===== src/alu_fifo.sv =====
// Synchronous FIFO with parameter width and depth, push/pop, full and empty
`timescale 1ns/1ps

module alu_fifo #(
  parameter int WIDTH = 32,
  parameter int DEPTH = 4
) (
  input  logic             clk,
  input  logic             rst_n,
  input  logic             push,
  input  logic [WIDTH-1:0] data,
  input  logic             pop,
  output logic [WIDTH-1:0] q,
  output logic             full,
  output logic             empty
);

  localparam int PTR_W = (DEPTH > 1) ? $clog2(DEPTH) : 1;
  localparam int CNT_W = $clog2(DEPTH + 1);

  logic [WIDTH-1:0] mem [DEPTH];
  logic [PTR_W-1:0] wr_ptr;
  logic [PTR_W-1:0] rd_ptr;
  logic [CNT_W-1:0] count;
  logic             do_push;
  logic             do_pop;

  assign full    = (count == CNT_W'(DEPTH));
  assign empty   = (count == '0);
  assign do_push = push && !full;   // Ignored when full
  assign do_pop  = pop && !empty;   // Ignored when empty
  assign q       = mem[rd_ptr];     // Oldest entry

  always_ff @(posedge clk)
  begin
    if (do_push)
      mem[wr_ptr] <= data;
  end

  always_ff @(posedge clk)
  begin
    if (!rst_n)
    begin
      wr_ptr <= '0;
      rd_ptr <= '0;
      count  <= '0;
    end
    else
    begin
      if (do_push)
        wr_ptr <= (wr_ptr == PTR_W'(DEPTH - 1)) ? '0 : wr_ptr + 1'b1;  // Wrap at DEPTH
      if (do_pop)
        rd_ptr <= (rd_ptr == PTR_W'(DEPTH - 1)) ? '0 : rd_ptr + 1'b1;
      case ({do_push, do_pop})
        2'b10:   count <= count + 1'b1;
        2'b01:   count <= count - 1'b1;
        default: count <= count;  // Both or neither
      endcase
    end
  end

endmodule


===== config.mk =====
export PLATFORM = sky130hd
export DESIGN_NAME = alu_fifo
export DESIGN_NICKNAME = d
export VERILOG_FILES = /design/src/alu_fifo.sv
export SDC_FILE = /design/constraint.sdc
export NUM_CORES = 1
export LEC_CHECK = 0
export BUFFER_PORTS_ARGS = -buffer_cell sky130_fd_sc_hd__buf_4
export CORE_MARGIN = 4
export CORE_UTILIZATION = 24
export CTS_BUF_LIST = sky130_fd_sc_hd__clkbuf_4 sky130_fd_sc_hd__clkbuf_8
export DETAILED_ROUTE_END_ITERATION = 8
export PLACE_DENSITY = 0.44
export SLEW_MARGIN = 15
export SYNTH_ARGS = -nofsm -noshare
export SYNTH_HDL_FRONTEND = slang
export SYNTH_SLANG_ARGS = --single-unit

===== constraint.sdc =====
create_clock -name clk -period 2.8 [get_ports clk]
set_clock_uncertainty 0.15 [all_clocks]
set_input_delay 0.42 -clock clk [delete_from_list [all_inputs] [get_ports clk]]
set_output_delay 0.42 -clock clk [all_outputs]
set_load 0.01 [all_outputs]

==> summary.md, run 1 <==
| Metric | Value |
|---|---|
| R2R depth | 9 |
| Total length of routed met2 wires | 5.43 mm |
| Synth cell count leaders | 128 x edfxtp_1, 30 x mux4_2, 9 x dfxtp_1 |
| Final wirelength | around 10 mm |
| Critical path endpoint category | primary output |
| Worst r2r dst | count[2]$_SDFFE_PN0P_ |
| Area Overhead vs Synth | 27.3% |
| Startpoint types | flip-flop |
| Clock sink total | approximately 140 |
| Final worst path period share | 0.915 |
| Register area share after synthesis | 0.781 |
| Clock-pin slew on the worst setup and hold paths | around 0.09 ns |
| Core area | about 21,000 sq um |
| Synthesized cell area | about 5200 sq um |
| Flops & latches, synth | between 100 and 150 |
| Share of layout cells above drive strength 1 | 0.437 |
| Die height | 155 um |
| Dominant synthesized flop cell | edfxtp_1 |
| Final setup TNS | 0 ns |
| H-Tree Depth | 4 |
| Resized cells post-CTS | 0 |
| DR top layer | met4 |
| Die area | between 20,000 and 25,000 sq um |
| Layout fillers | between 2,000 and 2,500 |
| Critical Path AT | 1.99 ns |
| I/O pin cnt | 70 |
| Max-capacitance violation count | 0 |
| Crit path kind | reg2out |
| Crit path time final | roughly 2.6 ns |
| Critical R2R Launch | count[2]$_SDFFE_PN0P_ |
| Pre-Repair DR Iteration Count | 4 |
| Count leader, synth | edfxtp_1 |
| Syn. warnings | 0 |
| Port bufs | 69 |
| Syn Inst Count | 223 |
| RSZ-0062 raised after global routing | false |
| Total CTS buffers | 17 |
| PD cells | 838 nW/um^2 |
| Synth area leader | edfxtp_1 |
| Vias in the first global route | about 2,800 |
| Grt ovf | 0 |
| Nets@finish | ~370 |
| Std-Cell Rows | between 50 and 60 |
| Async S/R FF share, synth | 0 |
| Iteration-0 DRC Markers | between 80 and 90 |
| Final setup vio count | 0 |
| Worst Hold Class | in2reg |
| Status | finished clean |
| Share of the synthesized area in the top cell type | 0.746 |
| Final-report hold violation count | 0 |
| P_leak | between 2 and 2.5 nW |
| Die width | 155 um |
| DRT antenna net count | 0 |
| Clock root buffer | clkbuf_8 |
| Max-Slew Margin vs Limit | 0.691 |
| Final Non-Filler Cells | 614 |
| Largest net degree at the start of global routing | 24 |
| Peak Freq | between 0.3 and 0.4 GHz |
| Area contributors post-synth | edfxtp_1 75%, mux4_2 13%, dfxtp_1 3.5%, ha_1 1.5%, buf_12 1.2% |
| DP HPWL | roughly 6.6 mm |
| First-pass GRT wire length | about 16 mm |
| Initial antenna violation count | 0 |
| Worst reg2reg setup slack | between 0.4 and 0.5 ns |
| DRC Markers | 0 |
| Initial Util | 0.244 |
| N_diodes | 0 |
| Clock buffer depth | 2 |
| Final Util | 0.311 |
| Drt wl/cell | roughly 17 um |
| Total GRT Usage | 0.0911 |
| Vias per cell | 4.04 |
| CTS tree | done |
| Critical path required time | 2.23 ns |
| Syn Area/Cell | ~23 sq um |
| Routability Congestion | between 0.6 and 0.7 |
| Routed length on met1 | ~4.3 mm |
| Syn_nets | between 200 and 300 |
| Worst setup path endpoint | q[6] |
| Overall Power | around 5.5 mW |
| Placed Cells | 570 |
| Post-synth EDFFs | 128 |
| Max FO, Critical Path | 19 |
| Clock latency on the worst-skew pair | roughly 0.43 ns |
| Max VDD drop | around 0.00028 V |
| Met3 routed WL | 510 um |
| Synth unique cells | 25 |
| Post-CTS setup buffers | 0 |
| Measured slew at the worst slew-check pin | approximately 0.46 ns |
| Number of max-slew violations in the final report | 0 |
| Via count | around 2,500 |
metrics by stage:
stage | cell area, sq um | hold slack (ns) | setup slack, ns
6_report | 6560 | 0.0400 | 0.238
5_1_grt | 6560 | 0.00140 | 0.0888
4_1_cts | 6560 | 0.00176 | 0.140
3_5_place_dp | 6070 | 0.363 | 0.486
3_3_place_gp | 6070 | 0.343 | 0.571
2_1_floorplan | 5150 | 0.318 | 0.538
area by class of cell:
| type | instances | area, sq um | share of cell area |
|---|---|---|---|
| Clock buffer | 17 | 234 | 0.0357 |
| Sequential cell | 137 | 4030 | 0.614 |
| Multi-Input combinational cell | 70 | 1010 | 0.154 |
| Clock inverter | 15 | 140 | 0.0214 |
| Inverter | 7 | 26.3 | 0.00400 |
| Tap cell | 275 | 344 | 0.0524 |
| Timing Repair Buffer | 93 | 778 | 0.119 |
power breakdown:
part	internal [mW]	switching (mW)	total, mW
clock network	0.720	0.804	1.52
logic	0.754	0.629	1.38
registers	2.48	0.115	2.59
total	3.95	1.55	5.50
worst min path at each step:
stage                                       from                     end  slack (ns)  cells past startpoint
final                                    data[7]     mem[0][7]$_DFFE_PP_        0.04                      1
after global routing                    data[26]    mem[3][26]$_DFFE_PP_       0.001                      1
after CTS                               data[25]    mem[0][25]$_DFFE_PP_       0.002                      1
after detailed placement  wr_ptr[1]$_SDFFE_PN0P_  wr_ptr[1]$_SDFFE_PN0P_        0.36                      2
after global placement    wr_ptr[1]$_SDFFE_PN0P_  wr_ptr[1]$_SDFFE_PN0P_        0.34                      2
after floorplan           wr_ptr[1]$_SDFFE_PN0P_  wr_ptr[1]$_SDFFE_PN0P_        0.32                      2
critical path, cell delays in order, from the launching register on:
cell and delay [ns]:
dfxtp_2 0.58, buf_12 0.27, mux4_2 0.55, buf_4 0.16
cells by family (layout without fill, tap and decap cells):
group,after synthesis,in the layout,synth area share
simple gates,21,21,0.0216
mux,34,34,0.145
xor+xnor,2,2,0.00340
buf+inv,16,132,0.0236
flops,137,137,0.781
fa+ha+maj,7,7,0.0185
compound gates,6,6,0.00680
state kept, by name (all words and copies together), names as in the netlist, named ones only:
register	flops
mem	128
count	3
rd_ptr	2
wr_ptr	2
cells in the final DEF (no fill, tap or decap):
cell type / instances
clkinv_2: 1
dlygate4sd3_1: 12
mux4_2: 30
o31ai_1: 1
bufinv_16: 1
mux2i_1: 2
nor2_1: 2
clkbuf_8: 17
clkinvlp_4: 1
mux4_1: 2
edfxtp_1: 128
ha_1: 6
clkinv_1: 2
xor2_1: 1
a21boi_0: 1
dfxtp_1: 7
and2_2: 4
inv_8: 1
o21ai_0: 4
buf_12: 4
nand3_1: 2
and2_1: 2
xnor2_1: 1
dfxtp_2: 2
fa_1: 1
or3_1: 1
nor3_1: 1
inv_6: 6
nor2b_1: 1
nor3b_2: 1
clkinv_4: 3
nand2_1: 7
inv_1: 7
buf_4: 77
routing by layer:
metal	vias up	track usage
met4	0	0.0366
met3	8	0.0302
li1	1118	-
met5	-	0
met2	57	0.157
met1	1295	0.104
timing repair:
item	4_1_cts	5_1_grt
endpoints found under the setup margin	0	0
hold buffers	12	0
endpoints found under the hold margin	40	0
Power figures use the tool's default switching activity.
==> run 2, diff against run 1 <==
CORE_MARGIN = not set   (was 4)
GPL_TIMING_DRIVEN = 0   (was not set)
==> summary.md, run 2 (synthesis results as in run 1) <==
| Metric | Value |
|---|---|
| Status | finished clean |
| Number of max-slew violations in the final report | 0 |
| Placed cell areas | 6120 sq um |
| Crit path time final | 2.34 ns |
| Total GRT Usage | 0.0983 |
| Largest Register | mem |
| Total CTS buffers | 17 |
| Peak Freq | 0.426 GHz |
| Final worst path period share | 0.837 |
| CTS tree | done |
| CTS Hold Buffers Added | 26 |
| Drt wl/cell | 15.7 um |
| Worst r2r dst | count[2]$_SDFFE_PN0P_ |
| Post-CTS setup buffers | 0 |
| Final-report hold violation count | 0 |
| Pre-Repair DR Iteration Count | 4 |
| Final setup vio count | 0 |
| H-Tree Depth | 4 |
| Worst Hold Class | in2reg |
| Commonest non-fill, non-tap cell in the layout | edfxtp_1 |
| Grt ovf | 0 |
| DP HPWL | around 6.2 mm |
| DRC Markers | 0 |
| Max FO, Critical Path | 10 |
| Clock root buffer | clkbuf_8 |
| Final instance area | 6810 sq um |
| Clock sink total | 137 |
| Vias per cell | 3.92 |
| PD cells | around 850 nW/um^2 |
| Top Registers | mem: 128 flops, count: 3 flops |
| Critical R2R Launch | count[2]$_SDFFE_PN0P_ |
| Max VDD drop | 0.000289 V |
| First-pass GRT wire length | 15.4 mm |
| Critical path required time | around 2.2 ns |
| Die width | between 100 and 150 um |
| RSZ-0062 raised after global routing | false |
| DRT antenna net count | 0 |
| Die area | around 22,000 sq um |
| Port bufs | a little under 70 |
| Clock latency on the worst-skew pair | 0.43 ns |
| Initial Util | 0.245 |
| Vias in the first global route | around 2,700 |
| Measured slew at the worst slew-check pin | 0.563 ns |
| Worst hold start | data[31] |
| Final setup TNS | 0 ns |
| I/O pin cnt | 70 |
| Iteration-0 DRC Markers | 87 |
| Die height | ~150 um |
| P_leak | roughly 2.3 nW |
| Share of layout cells above drive strength 1 | 0.415 |
| Initial antenna violation count | 0 |
| Via count | roughly 2,500 |
| Resized cells post-CTS | 0 |
| R2R depth | 10 |
| Crit path kind | reg2out |
| N_diodes | 0 |
| Hold-critical path depth | 1 |
| Max-Slew Margin vs Limit | 0.625 |
| Worst reg2reg setup slack | around 0.48 ns |
| Critical Path AT | around 1.8 ns |
| Max-capacitance violation count | 0 |
| Clock-pin slew on the worst setup and hold paths | 0.08 ns |
| Largest net degree at the start of global routing | 20 |
| Clock buffer depth | 2 |
| Core area | 21,000 sq um |
| Max reg flops | 128 |
| Commonest cells after routing, fill and taps aside | 128 x edfxtp_1, 69 x buf_4, 30 x mux4_2, 26 x dlygate4sd3_1, 17 x clkbuf_8 |
| Std-Cell Rows | 53 |
| Area Overhead vs Synth | 32.2% |
| Nets@finish | approximately 380 |
| Critical path endpoint category | primary output |
| Hold endpoint | mem[2][31]$_DFFE_PP_ |
| Routability Congestion | around 0.64 |
| Final wirelength | 9.82 mm |
| Startpoint types | flip-flop |
==> run 2: layer usage <==
| layer | track usage | share of wire |
|---|---|---|
| met4 | 0.0340 | 0.0093 |
| met5 | 0 | 0 |
| met3 | 0.0396 | 0.055 |
| met1 | 0.111 | 0.42 |
| met2 | 0.168 | 0.52 |
==> run 2: worst max path at each step <==
| stage | cells past startpoint | endpoint | slack (ns) | start |
|---|---|---|---|---|
| global placement | 4 | mem[0][21]$_DFFE_PP_ | -0.14 | push |
| finish | 4 | q[9] | 0.46 | flip-flop |
| global route | 10 | count[2]$_SDFFE_PN0P_ | 0.29 | count[1]$_SDFFE_PN0P_ |
| CTS | 3 | q[8] | 0.37 | flip-flop |
| detailed placement | 10 | count[2]$_SDFFE_PN0P_ | 0.48 | count[2]$_SDFFE_PN0P_ |
| floorplan | 10 | count[2]$_SDFFE_PN0P_ | 0.54 | count[2]$_SDFFE_PN0P_ |
==> run 2: critical path, stage by stage, from the launching register on <==
cell     delay (ns)
dfxtp_1        0.33
buf_6          0.15
buf_12         0.17
mux4_2         0.53
buf_4          0.16
==> run 2: where the power goes <==
| group | switching (mW) | internal, mW | leakage, nW |
|---|---|---|---|
| clock | 0.778 | 0.974 | 0.213 |
| sequential | 0.0669 | 2.48 | 1.25 |
| combinational | 0.678 | 0.823 | 0.859 |
==> run 2: area by class of cell <==
cell class	count	area (sq um)
clock buffers	17	234
multi-input cells	70	1010
clock inverters	13	194
plain buffers	9	95.1
inverters	7	26.3
well taps	275	344
repair buffers	99	881
fillers	2031	14200
flip-flops and latches	137	4020
==> run 2: per-stage QoR <==
step,power [mW],setup slack (ns),hold slack (ns),utilization,instances
3_5_place_dp,4.13,0.478,0.351,0.291,571
6_report,5.80,0.455,0.0421,0.324,627
2_1_floorplan,3.46,0.538,0.318,-,223
5_1_grt,6.09,0.288,0.00708,0.324,627
3_3_place_gp,4.07,-0.142,0.335,0.286,567
4_1_cts,5.93,0.367,0.000721,0.324,627
==> run 3, diff against run 2 <==
ABC_AREA = 1   (was not set)
PLACE_DENSITY = 0.45   (was 0.44)
clock period = 1.88 ns   (was 2.8 ns; I/O delays follow)
==> summary.md, run 3 <==
| Metric | Value |
|---|---|
| Clock-pin slew on the worst setup and hold paths | around 0.070 ns |
| Std-Cell Rows | 53 |
| Final worst slack | -0.143 ns |
| DRT antenna net count | 0 |
| Clock latency on the worst-skew pair | around 0.43 ns |
| Critical Path AT | ~1.6 ns |
| I/O pin cnt | 70 |
| Slowest cell delay on critical path | ~0.36 ns |
| Initial Util | 0.248 |
| Clock buffer depth | 2 |
| Syn. warnings | 0 |
| DRC Markers | 0 |
| Count leader, synth | edfxtp_1 |
| CP dominant cell by count | buf_12 |
| Max reg flops | between 100 and 150 |
| Final wirelength | around 13 mm |
| Async S/R FF share, synth | 0 |
| Die width | ~150 um |
| Via count | roughly 3,500 |
| Max FO, Critical Path | 10 |
| Max-Slew Margin vs Limit | 0.816 |
| Max-capacitance violation count | 0 |
| Total GRT Usage | 0.122 |
| Synth cell count leaders | 128 x edfxtp_1, 79 x nor2_1, 38 x o21ai_0 |
| H-Tree Depth | 4 |
| Crit path kind | reg2out |
| Pre-Repair DR Iteration Count | 4 |
| Syn Inst Count | 380 |
| Critical Path, Cell by Cell | buf_12 -> inv_12 -> buf_12 -> o21ai_1 -> o22ai_1 -> buf_4 |
| Synth area leader | edfxtp_1 |
| N_diodes | 0 |
| Max VDD drop | around 0.00054 V |
| Final worst path period share | 1.08 |
| Commonest non-fill, non-tap cell in the layout | edfxtp_1 |
| Failing checks | setup timing |
| P_leak | about 2.7 nW |
| Drt wl/cell | ~16 um |
| Routability Congestion | around 0.68 |
| Die area | ~23,000 sq um |
| Register area share after synthesis | 0.763 |
| Clock root buffer | clkbuf_8 |
| Final setup vio count | 32 |
| Share of the synthesized area in the top cell type | 0.729 |
| Syn_nets | around 420 |
| Die height | ~150 um |
| Final-report hold violation count | 0 |
| Nets@finish | roughly 560 |
| Peak Freq | 0.494 GHz |
| Port bufs | between 60 and 70 |
| Total CTS buffers | 17 |
| Dominant synthesized flop cell | edfxtp_1 |
| Crit path time final | approximately 2.0 ns |
| Status | complete, but fails checks |
| Startpoint types | flip-flop |
| Top Registers | mem: 128 flops, count: 3 flops |
| Area Overhead vs Synth | 42.2% |
| Core area | 21,300 sq um |
| CTS tree | done |
| Commonest cells after routing, fill and taps aside | 128 x edfxtp_1, 79 x buf_4, 67 x nor2_1, 34 x dlygate4sd3_1 |
| Measured slew at the worst slew-check pin | between 0.2 and 0.3 ns |
| Number of max-slew violations in the final report | 0 |
| Synthesized cell area | between 5000 and 6000 sq um |
| Syn Area/Cell | ~14 sq um |
| Flops & latches, synth | around 140 |
| Clock sink total | roughly 140 |
| Worst Hold Class | in2reg |
| Critical path required time | 1.45 ns |
| Grt ovf | 0 |
| Vias in the first global route | 3,608 |
| Critical path endpoint category | primary output |
| Largest Register | mem |
| PD cells | roughly 1300 nW/um^2 |
| Initial antenna violation count | 0 |
| Largest net degree at the start of global routing | 18 |
| Worst slack, placed | -0.211 ns |
| Slowest cell on crit path | dfxtp_4 |
| Share of layout cells above drive strength 1 | 0.353 |
| Iteration-0 DRC Markers | approximately 150 |
| RSZ-0062 raised after global routing | true |
| Area contributors post-synth | edfxtp_1 73%, nor2_1 5.6%, o22ai_1 3.8%, o21ai_0 3.6%, dfxtp_1 3.4% |
| Final setup TNS | -3.17 ns |
| First-pass GRT wire length | approximately 19 mm |
| DP HPWL | approximately 8 mm |
| Overall Power | around 9.8 mW |
| Synth unique cells | 21 |
| Vias per cell | roughly 4.3 |
| Post-synth EDFFs | 128 |
==> run 3: cell types whose count changed in the layout (fill, tap and decap cells not counted), sizes merged, moves of 6 or more <==
cell | previous run | this run
nor2 | 2 | 79
o21ai | 4 | 66
mux4 | 32 | 0
o22ai | 0 | 32
buf | 81 | 102
inv | 11 | 20
nand2 | 7 | 16
dlygate4sd3 | 26 | 34
and2 | 6 | 0
==> run 3: repair_timing <==
item,4_1_cts,5_1_grt
resized for setup,56,39
pin swaps,13,14
buffers inserted,7,3
endpoints found under the setup margin,160,34
cloned,2,2
hold buffers,34,0
hold endpoints to repair,137,0
==> run 3: per-layer routing <==
layer | vias up | global-route usage | share of wire
met2 | 83 | 0.216 | 0.52
li1 | 1673 | - | -
met4 | 0 | 0.0566 | 0.017
met1 | 1738 | 0.135 | 0.41
met3 | 18 | 0.0330 | 0.050
met5 | - | 0 | 0
==> run 3: report_power, final <==
group | leakage [nW] | internal (mW) | switching (mW) | total, mW
Clock | 0.183 | 1.19 | 1.07 | 2.26
Sequential | 1.25 | 3.69 | 0.132 | 3.82
Combinational | 1.29 | 1.69 | 2.00 | 3.69
Total | 2.72 | 6.57 | 3.20 | 9.77
==> run 3: logic make-up (layout without fill, tap and decap cells) <==
group / Yosys count / in the layout / synth area share
DFF: 137 / 137 / 0.763
and+or+nand+nor: 97 / 98 / 0.0709
buffers and inverters: 38 / 190 / 0.0448
adders and majority gates: 7 / 7 / 0.0180
AOI/OAI and AO/OA: 101 / 101 / 0.103
==> run 3: stage by stage <==
step / instance area [sq um] / std cells / util / hold slack (ns)
final: 7500 / 808 / 0.352 / 0.0678
after CTS: 7340 / 803 / 0.345 / 0.0288
after global placement: 6150 / 724 / 0.289 / 0.332
after global routing: 7500 / 808 / 0.352 / 0.0643
after detailed placement: 6280 / 728 / 0.295 / 0.335
after floorplan: 5290 / 380 / - / 0.231
==> run 3: area by class of cell <==
cell class | instances | area (sq um)
Timing Repair Buffer | 119 | 1120
Sequential cell | 137 | 4040
Buffer | 19 | 268
Clock inverter | 13 | 130
Timing Repair inverter | 1 | 8.76
Fill cell | 2050 | 13800
Multi-Input combinational cell | 206 | 1250
Clock buffer | 19 | 249
Tap cell | 275 | 344
Inverter | 19 | 86.3
==> run 3: worst max-delay path, delay by kind of cell (launching register included) <==
| kind | cells | cell delay [ns] |
|---|---|---|
| AO/OA/AOI/OAI | 2 | 0.23 |
| buffers and inverters | 4 | 0.55 |
| flip-flops | 1 | 0.36 |
==> run 3: final timing paths <==
| path | cells past startpoint | to | startpoint | slack, ns |
|---|---|---|---|---|
| worst max-delay path | 6 | q[20] | flip-flop | -0.14 |
| worst min-delay path | 4 | wr_ptr[0]$_SDFFE_PN0P_ | push | 0.07 |
| worst max register to register | 8 | count[1]$_SDFFE_PN0P_ | count[1]$_SDFFE_PN0P_ | 0.11 |
| worst min register to register | 2 | flip-flop | rd_ptr[1]$_SDFFE_PN0P_ | 0.39 |
