<file path="src/alu_pkg.sv">
// ALU coprocessor shared types, opcode values, register map and bus structs
package alu_pkg;

  typedef logic [31:0] alu_word_t;   // Data word
  typedef logic [4:0]  alu_op_t;     // Bus-visible operation code
  typedef logic [1:0]  alu_addr_t;   // Register index, byte address bits 3:2
  typedef logic [2:0]  alu_flags_t;  // {borrow, negative, zero}

  localparam alu_op_t OP_AND    = 5'd0;
  localparam alu_op_t OP_OR     = 5'd1;
  localparam alu_op_t OP_ADD    = 5'd2;
  localparam alu_op_t OP_XOR    = 5'd3;
  localparam alu_op_t OP_SUB    = 5'd4;
  localparam alu_op_t OP_NOT    = 5'd5;
  localparam alu_op_t OP_SLL    = 5'd6;
  localparam alu_op_t OP_SRL    = 5'd7;
  localparam alu_op_t OP_SRA    = 5'd8;
  localparam alu_op_t OP_SLT    = 5'd9;
  localparam alu_op_t OP_SLTU   = 5'd10;
  localparam alu_op_t OP_MUL    = 5'd11;
  localparam alu_op_t OP_MULH   = 5'd12;
  localparam alu_op_t OP_MULHSU = 5'd13;
  localparam alu_op_t OP_MULHU  = 5'd14;
  localparam alu_op_t OP_DIV    = 5'd15;  // Decoded, no divider behind it
  localparam alu_op_t OP_DIVU   = 5'd16;
  localparam alu_op_t OP_REM    = 5'd17;
  localparam alu_op_t OP_REMU   = 5'd18;
  localparam alu_op_t OP_SUBU   = 5'd19;  // Unsigned subtract with borrow

  localparam alu_addr_t REG_A      = 2'd0;  // Write only
  localparam alu_addr_t REG_B      = 2'd1;  // Write only
  localparam alu_addr_t REG_OP     = 2'd2;  // Write issues, read gives status
  localparam alu_addr_t REG_RESULT = 2'd3;  // Read pops one result

  typedef struct packed {
    alu_op_t   op;
    alu_word_t a;
    alu_word_t b;
  } alu_cmd_t;

  typedef struct packed {
    alu_word_t  result;
    alu_flags_t flags;
  } alu_res_t;

  localparam int CMD_W = $bits(alu_cmd_t);  // 69
  localparam int RES_W = $bits(alu_res_t);  // 35

  typedef enum logic [1:0] {
    FRONT_IDLE,
    FRONT_WAIT,
    FRONT_ACK
  } front_state_t;

endpackage

</file>
<file path="src/alu_cmd_front.sv">
// Wishbone classic slave that latches operands, issues ALU commands and returns results
`timescale 1ns/1ps

module alu_cmd_front (
  input  logic                clk,
  input  logic                rst_n,
  input  logic                cyc,
  input  logic                stb,
  input  logic                we,
  input  logic [31:0]         adr,
  input  alu_pkg::alu_word_t  dat_w,
  input  logic                cmd_full,
  input  logic                res_empty,
  input  alu_pkg::alu_res_t   res_q,
  output alu_pkg::alu_word_t  dat_r,
  output logic                ack,
  output logic                cmd_push,
  output alu_pkg::alu_cmd_t   cmd_data,
  output logic                res_pop
);

  alu_pkg::front_state_t state;
  alu_pkg::front_state_t state_nxt;
  alu_pkg::alu_addr_t    reg_idx;
  alu_pkg::alu_word_t    a_q;
  alu_pkg::alu_word_t    b_q;
  alu_pkg::alu_flags_t   last_flags;
  logic                  req;
  logic                  op_write;
  logic                  res_read;
  logic                  ready;
  logic                  accept;

  assign req      = cyc && stb;
  assign reg_idx  = adr[3:2];  // Word registers
  assign op_write = we && (reg_idx == alu_pkg::REG_OP);
  assign res_read = !we && (reg_idx == alu_pkg::REG_RESULT);

  // Only command issue and result pop can be held up
  assign ready  = op_write ? !cmd_full : (res_read ? !res_empty : 1'b1);
  assign accept = req && ready && (state != alu_pkg::FRONT_ACK);
  assign ack    = (state == alu_pkg::FRONT_ACK);  // One cycle per transfer

  always_comb
  begin
    state_nxt = state;
    case (state)
      alu_pkg::FRONT_IDLE:
        if (req)
          state_nxt = ready ? alu_pkg::FRONT_ACK : alu_pkg::FRONT_WAIT;
      alu_pkg::FRONT_WAIT:
        if (!req)
          state_nxt = alu_pkg::FRONT_IDLE;  // Master gave up
        else if (ready)
          state_nxt = alu_pkg::FRONT_ACK;
      alu_pkg::FRONT_ACK:
        state_nxt = alu_pkg::FRONT_IDLE;
      default:
        state_nxt = alu_pkg::FRONT_IDLE;
    endcase
  end

  always_ff @(posedge clk)
  begin
    if (!rst_n)
    begin
      state      <= alu_pkg::FRONT_IDLE;
      cmd_push   <= 1'b0;
      res_pop    <= 1'b0;
      last_flags <= '0;
    end
    else
    begin
      state    <= state_nxt;
      cmd_push <= accept && op_write;  // High together with ack
      res_pop  <= accept && res_read;
      if (accept && res_read)
        last_flags <= res_q.flags;     // Kept for status reads
    end
  end

  // Operand, command and read data registers load as a transfer is accepted
  always_ff @(posedge clk)
  begin
    if (accept)
    begin
      if (we)
      begin
        case (reg_idx)
          alu_pkg::REG_A:  a_q <= dat_w;
          alu_pkg::REG_B:  b_q <= dat_w;
          alu_pkg::REG_OP: cmd_data <= '{op: dat_w[4:0], a: a_q, b: b_q};
          default: ;  // Result register is read only
        endcase
      end
      else
      begin
        case (reg_idx)
          alu_pkg::REG_OP:     dat_r <= {27'b0, res_empty, cmd_full, last_flags};
          alu_pkg::REG_RESULT: dat_r <= res_q.result;  // Head of result FIFO
          default:             dat_r <= '0;            // Operands read as zero
        endcase
      end
    end
  end

endmodule

</file>
<file path="config.mk">
export PLATFORM = sky130hd
export DESIGN_NAME = alu_cmd_front
export DESIGN_NICKNAME = d
export VERILOG_FILES = /design/src/alu_pkg.sv /design/src/alu_cmd_front.sv
export SDC_FILE = /design/constraint.sdc
export NUM_CORES = 1
export LEC_CHECK = 0
export ABC_CLOCK_PERIOD_IN_PS = 5900
export BUFFER_PORTS_ARGS = -buffer_cell sky130_fd_sc_hd__buf_4
export CORE_MARGIN = 2
export CORE_UTILIZATION = 40
export CTS_CLUSTER_SIZE = 30
export DETAILED_ROUTE_END_ITERATION = 6
export PLACE_DENSITY = 0.7
export SLEW_MARGIN = 10
export SYNTH_ARGS = -nofsm -noshare
export SYNTH_HDL_FRONTEND = slang
export SYNTH_SLANG_ARGS = --single-unit
</file>
<file path="constraint.sdc">
create_clock -name clk -period 5.9 [get_ports clk]
set_input_delay 0 -clock clk [delete_from_list [all_inputs] [get_ports clk]]
set_output_delay 0 -clock clk [all_outputs]
set_load 0.02 [all_outputs]
</file>
==> flow_summary.yaml, run 1 <==
sta:
  final_hold_viol_count: 0
  finalWorstPathRequiredPeriod_ns: 2.03
  fin_worst_skew_ns: 0.0100
  tns_ns: 0
  min_period_over_period_pct: 34.3
  final.setup.worst_slack_ns: 3.87
  unrepaired_setup_endpoints_after_global_routing: "no"
  max_clock_freq_mhz: 493
  finalMaxSlewViolations: 0
  tightestPinTransition_ns: 0.845
  final.hold.worst_slack_ns: 0.0422
  report.final.setup_viol: 0
  relSlewSlack_pct: 43.6
detailed_routing:
  sum_of_routed_wire_length_over_all_layers_mm: 11.2
  detailedRoute.firstPassIterationCount: 4
  routed_wl_per_cell_um: 15.7
  route.antenna.remaining_nets: 0
  route.detailed.vias_per_inst: 4.54
  drc_errors: 0
  drt_iter0_markers: 173
  detailroute.via_count: 3249
synth:
  synth_top_area_cell: "edfxtp_1"
  synth_adder_area_share_pct: 0
  count_of_flip_flops_with_a_built_in_enable_after_synthesis: 165
  netlist_area_sq_mm: 0.00560
  synth_cell_type_count: 24
  postSynth.topFlopCell: "edfxtp_1"
  synth_warnings: 0
  synth_largest_type_area_fraction_pct: 88.5
  syn_inst: 250
  yosys-mux-area-fraction_pct: 1.43
  synthArstFlopShare_pct: 0
  synthMostInstantiatedCell: "edfxtp_1"
  synth_sequential_area_ratio_pct: 91.0
  synth-compound-area-share_pct: 0.201
  syn-mean-instance-area_sq_um: 22.4
  synth-xor-area-share_pct: 0
  net_count_after_synthesis: 356
  yosys.area_share.simple_pct: 6.43
  netlist_top_cells_count: "edfxtp_1 (165), and3_1 (27), mux2i_1 (8)"
  ys_ff_latch: 172
  main_combinational_cell_family_by_area_after_synthesis: "simple AND/OR/NAND/NOR gates"
  synth.area.top_cells: "edfxtp_1 (88%), and3_1 (3.0%), dfxtp_1 (2.5%)"
worst_setup_path:
  crit-reg2reg-capture: "cmd_data[16]$_DFFE_PP_"
  critPathMaxStageDelay_ns: 0.63
  arrival_ns: 2.07
  critPathKind: "flip-flop to flip-flop"
  worst_path_dominant_cell_family: "buffers and inverters"
  timing.reg2reg.worst_path_depth: 4
  slack_of_the_worst_reg_to_reg_path_ns: 3.87
  critPathSlowestCell: "buf_4"
  path_cells: "nand2b_4 -> nand4_1 -> nor3_4 -> buf_4"
  worst_setup_path_start_kind: "flip-flop"
  worst-endpoint-required_ns: 5.94
  worst-path-max-fanout: 69
  setup.worst_path.end_class: "flip-flop"
  worst_r2r_start: "state[0]$_SDFFE_PN0P_"
  worstPathBufferInverterCount: 1
cts:
  cts.htree.levels: 4
  clk_pin_slew_worst_paths_ns: 0.06
  latest_clock_arrival_within_the_worst_skew_pair_ns: 0.42
  clock-sinks: 172
  tritoncts: "yes"
  clock-root-buffer: "clkbuf_16"
  cts-resized-gates: 0
  clockBufferDepth: 2
  number_of_buffers_added_by_the_clock_tree_synthesis_step: 17
placed_design:
  hpwlAfterDp_mm: 6.82
  routability_cong: 0.718
  port_buffers: 179
  pre_cts_ws_ns: 3.59
global_routing:
  grt_first_pass_wirelength_mm: 16.6
  grt_util_all_layers_pct: 15.4
  grt_start_max_net_pins: 70
  grt_pass1_vias: 3303
  initial_antenna_violation_count: 0
  global_route.overflow_total: 0
final_layout:
  drive_above_1_share_pct: 40.9
  antenna_cells_inserted: 0
  syn_to_final_growth_pct: 52.2
  layout.nets: 630
floorplan:
  initial_utilization_pct: 40.7
  placeableCoreArea_sq_mm: 0.0138
  floorplan_row_count: 43
  io_pins: 210
  die_width_um: 122
  die_h_um: 122
  floorplan.die_area_sq_mm: 0.0150
pwr:
  peakVddDrop_v: 0.000208
  p_leak_nw: 3.26
  report.power.total_w: 0.00249
  pwr_density_cell_mw_per_mm2: 292
min_path:
  min_to: "state[1]$_SDFFE_PN0P_"
  timing.hold.worst_path_depth: 4
  worst_hold_startpoint: "res_empty"
  hold_path.class: "input port to flip-flop"
status:
  run_status: "finished clean"
job:
  timing.max_cap.violations: 0
worst register-to-register path: cells and delay by family (launching register included):
family / cells / cell delay (ns)
buffers and inverters: 1 / 0.63
DFF: 1 / 0.32
and+or+nand+nor: 3 / 0.62
kinds of logic after synthesis:
family,after synthesis
flip-flops,172
AND/OR/NAND/NOR,57
multiplexers,8
AO/OA/AOI/OAI,1
buffers and inverters,12
per-layer routing:
layer	up-vias	share of wire (%)	GRT usage, %
met2	161	52	26.9
met3	22	8.2	5.25
li1	1525	-	-
met1	1541	38	16.8
met4	0	2.1	7.33
met5	-	0	0
per-stage QoR:
step                      utilization (%)  cells  instance area (sq um)
final                                61.9    716                   8520
after global routing                 61.9    716                   8520
after CTS                            61.8    716                   8520
after detailed placement             52.2    604                   7190
after global placement               52.2    604                   7190
after floorplan                         -    250                   5610
placed cells by master (no fill, tap or decap):
master,instances
a21boi_2,1
and2_1,1
and3_1,27
buf_4,183
clkbuf_1,1
clkbuf_16,17
clkinv_1,2
clkinv_2,2
clkinvlp_4,5
dfxtp_1,7
dlygate4sd3_1,81
edfxtp_1,165
inv_1,2
inv_4,1
inv_6,3
inv_8,1
mux2i_1,8
nand2_1,7
nand2b_1,1
nand2b_4,1
nand3_1,2
nand3b_1,3
nand4_1,1
nand4b_1,1
nor2_1,1
nor2b_1,5
nor3_2,1
nor3_4,2
nor3b_2,1
nor4_1,2
nor4_4,1
sequential cells by signal, indices dropped and copies added (netlist names):
name and flops:
a_q 32, cmd_push 1, last_flags 3, b_q 32, dat_r 32, res_pop 1
cmd_data 69, state 2
layout make-up:
cell class | count | area [sq um]
Multi-Input combinational cell | 66 | 484
Tap cell | 180 | 225
Clock buffer | 18 | 429
Timing Repair Buffer | 264 | 2180
Clock inverter | 13 | 92.6
Fill cell | 990 | 5250
Sequential cell | 172 | 5090
Inverter | 3 | 13.8
timing repair:
item,in CTS,in global routing
hold buffers,81,0
buffers inserted,0,0
hold endpoints to repair,108,0
worst max-delay path by stage:
stage / from / endpoint / slack [ns] / cells past startpoint
floorplan: state[0]$_SDFFE_PN0P_ / cmd_data[0]$_DFFE_PP_ / 2.11 / 3
global placement: adr[2] / dat_r[15]$_DFFE_PP_ / 3.66 / 5
detailed placement: adr[2] / dat_r[17]$_DFFE_PP_ / 3.59 / 5
CTS: state[0]$_SDFFE_PN0P_ / dat_r[28]$_DFFE_PP_ / 3.63 / 4
global route: state[0]$_SDFFE_PN0P_ / cmd_data[65]$_DFFE_PP_ / 3.69 / 4
finish: state[0]$_SDFFE_PN0P_ / cmd_data[16]$_DFFE_PP_ / 3.87 / 4
report_power, final:
| part | total (W) | switching (W) | leakage [nW] | internal (W) |
|---|---|---|---|---|
| Combinational | 0.000150 | 0.0000628 | 1.49 | 0.0000870 |
| Clock | 0.000985 | 0.000448 | 0.242 | 0.000537 |
| Sequential | 0.00135 | 0.00000487 | 1.53 | 0.00135 |
| Total | 0.00249 | 0.000516 | 3.26 | 0.00197 |
(Power assumes the default switching activity.)
==> run 2, diff against run 1 <==
--- a/config.mk
+++ b/config.mk
@@ -5,7 +5,7 @@
 export SDC_FILE = /design/constraint.sdc
 export NUM_CORES = 1
 export LEC_CHECK = 0
-export ABC_CLOCK_PERIOD_IN_PS = 5900
+export ABC_CLOCK_PERIOD_IN_PS = 1800
 export BUFFER_PORTS_ARGS = -buffer_cell sky130_fd_sc_hd__buf_4
 export CORE_MARGIN = 2
 export CORE_UTILIZATION = 40
==> constraint.sdc (replaced) <==
create_clock -name clk -period 1.8 [get_ports clk]
set_input_delay 0 -clock clk [delete_from_list [all_inputs] [get_ports clk]]
set_output_delay 0 -clock clk [all_outputs]
set_load 0.02 [all_outputs]
==> run 2 against run 1 <==
Against the previous run:
- utilization grew 0.84 points
- design area up 1.4%
- hold slack worse by 0.013 ns
- clock power rose to 3.4 times the previous value
- via count increased by 1.1%
- first-iteration DRC count is 43% higher
- die area stayed put
- highest routed layer unchanged
==> flow_summary.yaml, run 2 (same netlist as run 1, synthesis figures left out) <==
worst_setup_path:
  timing.reg2reg.worst_path_depth: 5
  worst-path-max-fanout: 9
  arrival_ns: 2.00
  critPathSlowestCell: "dlygate4sd3_1"
  worst_setup_path_start_kind: "input port"
  worst-endpoint-required_ns: 2.11
  critPathMaxStageDelay_ns: 0.57
  setup.worst_path.end_class: "flip-flop"
  path_cells: "dlygate4sd3_1 -> buf_4 -> nand2_1 -> dlygate4sd3_1 -> mux2i_1 -> dlygate4sd3_1"
  critical-path-top-cell-by-count: "dlygate4sd3_1"
  critPathKind: "input port to flip-flop"
cts:
  clockBufferDepth: 2
  cts-resized-gates: 0
  tritoncts: "yes"
  cts.htree.levels: 4
  post_cts_setup_inserts: 0
  clock-root-buffer: "clkbuf_16"
  clk_pin_slew_worst_paths_ns: 0.07
  number_of_buffers_added_by_the_clock_tree_synthesis_step: 17
  latest_clock_arrival_within_the_worst_skew_pair_ns: 0.42
  clock-sinks: 172
placed_design:
  port_buffers: 179
  pre_cts_ws_ns: 0.168
  hpwlAfterDp_mm: 6.92
  routability_cong: 0.740
  numPlacedInstances: 606
status:
  run_status: "finished clean"
detailed_routing:
  route.detailed.vias_per_inst: 4.57
  detailroute.via_count: 3285
  routed_wl_per_cell_um: 16.2
  detailedRoute.firstPassIterationCount: 4
  drc_errors: 0
  sum_of_routed_wire_length_over_all_layers_mm: 11.6
  drt_iter0_markers: 248
  route.antenna.remaining_nets: 0
final_layout:
  drive_above_1_share_pct: 41.4
  largest_reg_flops: 69
  layout.nets: 631
  fillerInstances: 984
  post_route_utilization_pct: 62.7
  syn_to_final_growth_pct: 54.2
  final-instance-count-excl-fill: 719
  registers.top_by_ff_count: "cmd_data"
  layout.cells.most_common: "buf_4"
  final_cell_mix: "buf_4 (181), edfxtp_1 (165), dlygate4sd3_1 (80)"
global_routing:
  grt_start_max_net_pins: 70
  initial_antenna_violation_count: 1
  grt_pass1_vias: 3344
  grt_first_pass_wirelength_mm: 17.3
  grt_util_all_layers_pct: 16.0
  global_route.overflow_total: 0
sta:
  final.setup.worst_slack_ns: 0.110
  fin_worst_skew_ns: 0.0127
  finalMaxSlewViolations: 0
  relSlewSlack_pct: 72.5
  finalWorstPathRequiredPeriod_ns: 1.69
  tightestPinTransition_ns: 0.409
  max_clock_freq_mhz: 592
  min_period_over_period_pct: 93.9
  report.final.setup_viol: 0
  final_hold_viol_count: 0
  unrepaired_setup_endpoints_after_global_routing: "no"
min_path:
  hold_path.class: "input port to flip-flop"
  timing.hold.worst_path_depth: 4
pwr:
  pwr_density_cell_mw_per_mm2: 965
  peakVddDrop_v: 0.000561
  report.power.total_w: 0.00834
  p_leak_nw: 3.31
floorplan:
  io_pins: 210
  floorplan.die_area_sq_mm: 0.0150
  die_h_um: 122
  placeableCoreArea_sq_mm: 0.0138
  die_width_um: 122
  floorplan_row_count: 43
  initial_utilization_pct: 40.7
job:
  timing.max_cap.violations: 0
## run 2: report_power, final
part	internal, W	switching, W
registers	0.00442	0.0000164
clock network	0.00194	0.00145
logic	0.000293	0.000214
total	0.00665	0.00168
## run 2: routing by layer
layer	share of wire [%]	vias up	GRT usage, %	wire [um]
li1	-	1529	-	-
met2	51	161	26.5	5910
met3	9.4	17	6.55	1090
met5	0	-	0	0
met4	1.8	0	7.83	210
met1	38	1578	18.0	4420
## run 2: critical path, delay by kind of cell
kind / cells / cell delay [ns]
buffers and inverters: 4 / 1.84
and+or+nand+nor: 1 / 0.07
muxes: 1 / 0.09
## run 2: timing repair
action,4_1_cts,5_1_grt
setup endpoints to repair,0,3
hold buffers,80,0
hold endpoints to repair,108,0
## run 2: final timing paths
check / startpoint / end / slack [ns]
hold / removal: res_empty / state[1]$_SDFFE_PN0P_ / 0.03
hold reg to reg: a_q[30]$_DFFE_PP_ / cmd_data[62]$_DFFE_PP_ / 0.42
setup / recovery: rst_n / last_flags[0]$_SDFFE_PN0P_ / 0.11
setup reg to reg: state[0]$_SDFFE_PN0P_ / last_flags[0]$_SDFFE_PN0P_ / 0.12
## run 2: final cells by class
type | count | area (sq um) | area share, %
antenna | 1 | 2.50 | 0.0290
clock buffer | 21 | 483 | 5.59
clock inverter | 11 | 83.8 | 0.970
inverter | 3 | 13.8 | 0.159
multi-input combinational | 66 | 497 | 5.75
sequential | 172 | 5090 | 59.0
tap | 180 | 225 | 2.61
timing repair buffer | 265 | 2240 | 25.9
## run 2: per-stage QoR
stage | hold WS, ns | area, sq um | setup TNS (ns)
final | 0.0295 | 8640 | 0
after CTS | 0.0113 | 8640 | 0
after global placement | 0.187 | 7270 | 0
after global routing | 0.0446 | 8640 | 0
after detailed placement | 0.189 | 7270 | 0
after floorplan | 0.0762 | 5630 | -112.00
==> run 3, diff against run 2 <==
--- a/config.mk
+++ b/config.mk
@@ -5,6 +5,7 @@
 export SDC_FILE = /design/constraint.sdc
 export NUM_CORES = 1
 export LEC_CHECK = 0
+export ABC_AREA = 1
 export ABC_CLOCK_PERIOD_IN_PS = 1800
 export BUFFER_PORTS_ARGS = -buffer_cell sky130_fd_sc_hd__buf_4
 export CORE_MARGIN = 2
==> run 3 against run 2 <==
Against the previous run:
- via count is 0.49% lower
- non-clock buffer count is 4 lower
- combinational power hardly changed
- cell count is 4.7% higher
- synthesized cell count is 13% higher
- critical endpoint is now cmd_data[30]$_DFFE_PP_
- largest cell class unchanged
- largest power group unchanged
- highest routed layer unchanged
==> flow_summary.yaml, run 3 <==
status:
  run_status: "finished clean"
sta:
  max_clock_freq_mhz: 593
  finalMaxSlewViolations: 0
  tightestPinTransition_ns: 0.361
  final_hold_viol_count: 0
  report.final.setup_viol: 0
  relSlewSlack_pct: 75.9
  unrepaired_setup_endpoints_after_global_routing: "no"
  fin_worst_skew_ns: 0.00826
  tns_ns: 0
  min_period_over_period_pct: 93.7
  finalWorstPathRequiredPeriod_ns: 1.69
cts:
  cts-resized-gates: 0
  clock-sinks: 172
  cts.htree.levels: 4
  clock-root-buffer: "clkbuf_16"
  latest_clock_arrival_within_the_worst_skew_pair_ns: 0.42
  clockBufferDepth: 2
  tritoncts: "yes"
  number_of_buffers_added_by_the_clock_tree_synthesis_step: 17
  clk_pin_slew_worst_paths_ns: 0.06
synth:
  synthArstFlopShare_pct: 0
  synth_cell_type_count: 16
  synth_largest_type_area_fraction_pct: 88.9
  synth_top_area_cell: "edfxtp_1"
  synth.area.top_cells: "edfxtp_1 (89%), nor2_1 (2.6%), dfxtp_1 (2.5%)"
  netlist_top_cells_count: "edfxtp_1 (165), nor2_1 (39), inv_1 (37)"
  synth_sequential_area_ratio_pct: 91.5
  net_count_after_synthesis: 389
  syn-mean-instance-area_sq_um: 19.7
  synthMostInstantiatedCell: "edfxtp_1"
  ys_ff_latch: 172
  count_of_flip_flops_with_a_built_in_enable_after_synthesis: 165
  synth_warnings: 0
  postSynth.topFlopCell: "edfxtp_1"
  netlist_area_sq_mm: 0.00557
  syn_inst: 283
min_path:
  hold_path.class: "input port to flip-flop"
final_layout:
  largest_reg_flops: 69
  syn_to_final_growth_pct: 55.5
  final_cell_mix: "buf_4 (180), edfxtp_1 (165), dlygate4sd3_1 (77)"
  antenna_cells_inserted: 0
  registers.top_by_ff_count: "cmd_data"
  layout.nets: 666
  final-instance-count-excl-fill: 753
  stdcell_area_sq_mm: 0.00866
  layout.cells.most_common: "buf_4"
  drive_above_1_share_pct: 39.6
floorplan:
  die_width_um: 122
  placeableCoreArea_sq_mm: 0.0137
  floorplan.die_area_sq_mm: 0.0149
  floorplan_row_count: 43
  initial_utilization_pct: 40.6
  die_h_um: 122
  io_pins: 210
worst_setup_path:
  worst-path-max-fanout: 69
  critPathSlowestCell: "dlygate4sd3_1"
  worst_setup_path_start_kind: "input port"
  critPathMaxStageDelay_ns: 0.54
  path_cells: "dlygate4sd3_1 -> buf_4 -> nand4_1 -> nand2_1 -> inv_2 -> nand3_4 -> nor2_4 -> buf_12"
  critPathKind: "input port to flip-flop"
  worstPathBufferInverterCount: 4
  setup.worst_path.end_class: "flip-flop"
  worst-endpoint-required_ns: 1.88
  arrival_ns: 1.77
  worst_path_dominant_cell_family: "buffers and inverters"
pwr:
  p_leak_nw: 3.40
  peakVddDrop_v: 0.000530
  pwr_density_cell_mw_per_mm2: 999
  report.power.total_w: 0.00865
placed_design:
  hpwlAfterDp_mm: 6.73
  port_buffers: 179
  post_dp_cell_area_sq_mm: 0.00728
  routability_cong: 0.760
  numPlacedInstances: 644
global_routing:
  grt_start_max_net_pins: 70
  grt_first_pass_wirelength_mm: 16.5
  initial_antenna_violation_count: 0
  global_route.overflow_total: 0
  grt_util_all_layers_pct: 15.4
  grt_pass1_vias: 3299
detailed_routing:
  routed_wl_per_cell_um: 14.7
  detailedRoute.firstPassIterationCount: 4
  route.antenna.remaining_nets: 0
  route.detailed.vias_per_inst: 4.34
  drt_iter0_markers: 151
  detailroute.via_count: 3269
  drc_errors: 0
  sum_of_routed_wire_length_over_all_layers_mm: 11.1
job:
  timing.max_cap.violations: 0
-- run 3: final timing paths --
path                               from                         end  slack, ns  cells after the start
setup / recovery                     we      cmd_data[30]$_DFFE_PP_       0.11                      8
hold / removal                   adr[2]           a_q[14]$_DFFE_PP_       0.10                      3
setup reg to reg  state[1]$_SDFFE_PN0P_  last_flags[2]$_SDFFE_PN0P_       0.16                      7
hold reg to reg        b_q[7]$_DFFE_PP_       cmd_data[7]$_DFFE_PP_       0.41                      0
-- run 3: cell families after synthesis --
kind of cell	synth area share (%)
buffers and inverters	2.83
and+or+nand+nor	5.35
DFF	91.5
AOI/OAI and AO/OA	0.359
-- run 3: tightest hold or removal path, stage by stage --
cell and delay [ns]:
buf_4 0.11, nor3_4 0.05, buf_12 0.17
-- run 3: area by class of cell --
class	count	area, sq um
Inverter	38	143
Timing Repair Buffer	261	2200
Sequential cell	172	5090
Clock buffer	17	425
Fill cell	966	5060
Tap cell	180	225
Multi-Input combinational cell	70	383
Clock inverter	15	188
-- run 3: routing by layer --
layer / vias up / share of wire (%) / GRT usage [%]
li1: 1565 / - / -
met1: 1528 / 39 / 17.3
met2: 159 / 50 / 25.3
met3: 17 / 9.2 / 6.69
met4: 0 / 1.9 / 7.11
met5: - / 0 / 0
-- run 3: stage by stage --
stage                     utilization (%)  hold WS (ns)  worst slack (ns)
final                                63.1         0.100             0.113
after global routing                 63.1        0.0981            0.0276
after CTS                            63.1        0.0801             0.134
after detailed placement             53.0         0.188             0.204
after global placement               53.0         0.185             0.257
after floorplan                         -        0.0989            -0.389
-- run 3: timing repair --
action,CTS,global route
endpoints found under the setup margin,0,0
hold buffers,77,0
setup buffers,0,0
endpoints found under the hold margin,108,0
-- run 3: power breakdown --
part           switching [W]  total [W]  internal (W)
registers          0.0000151    0.00444       0.00443
logic               0.000224   0.000506      0.000283
clock network        0.00150    0.00370       0.00221
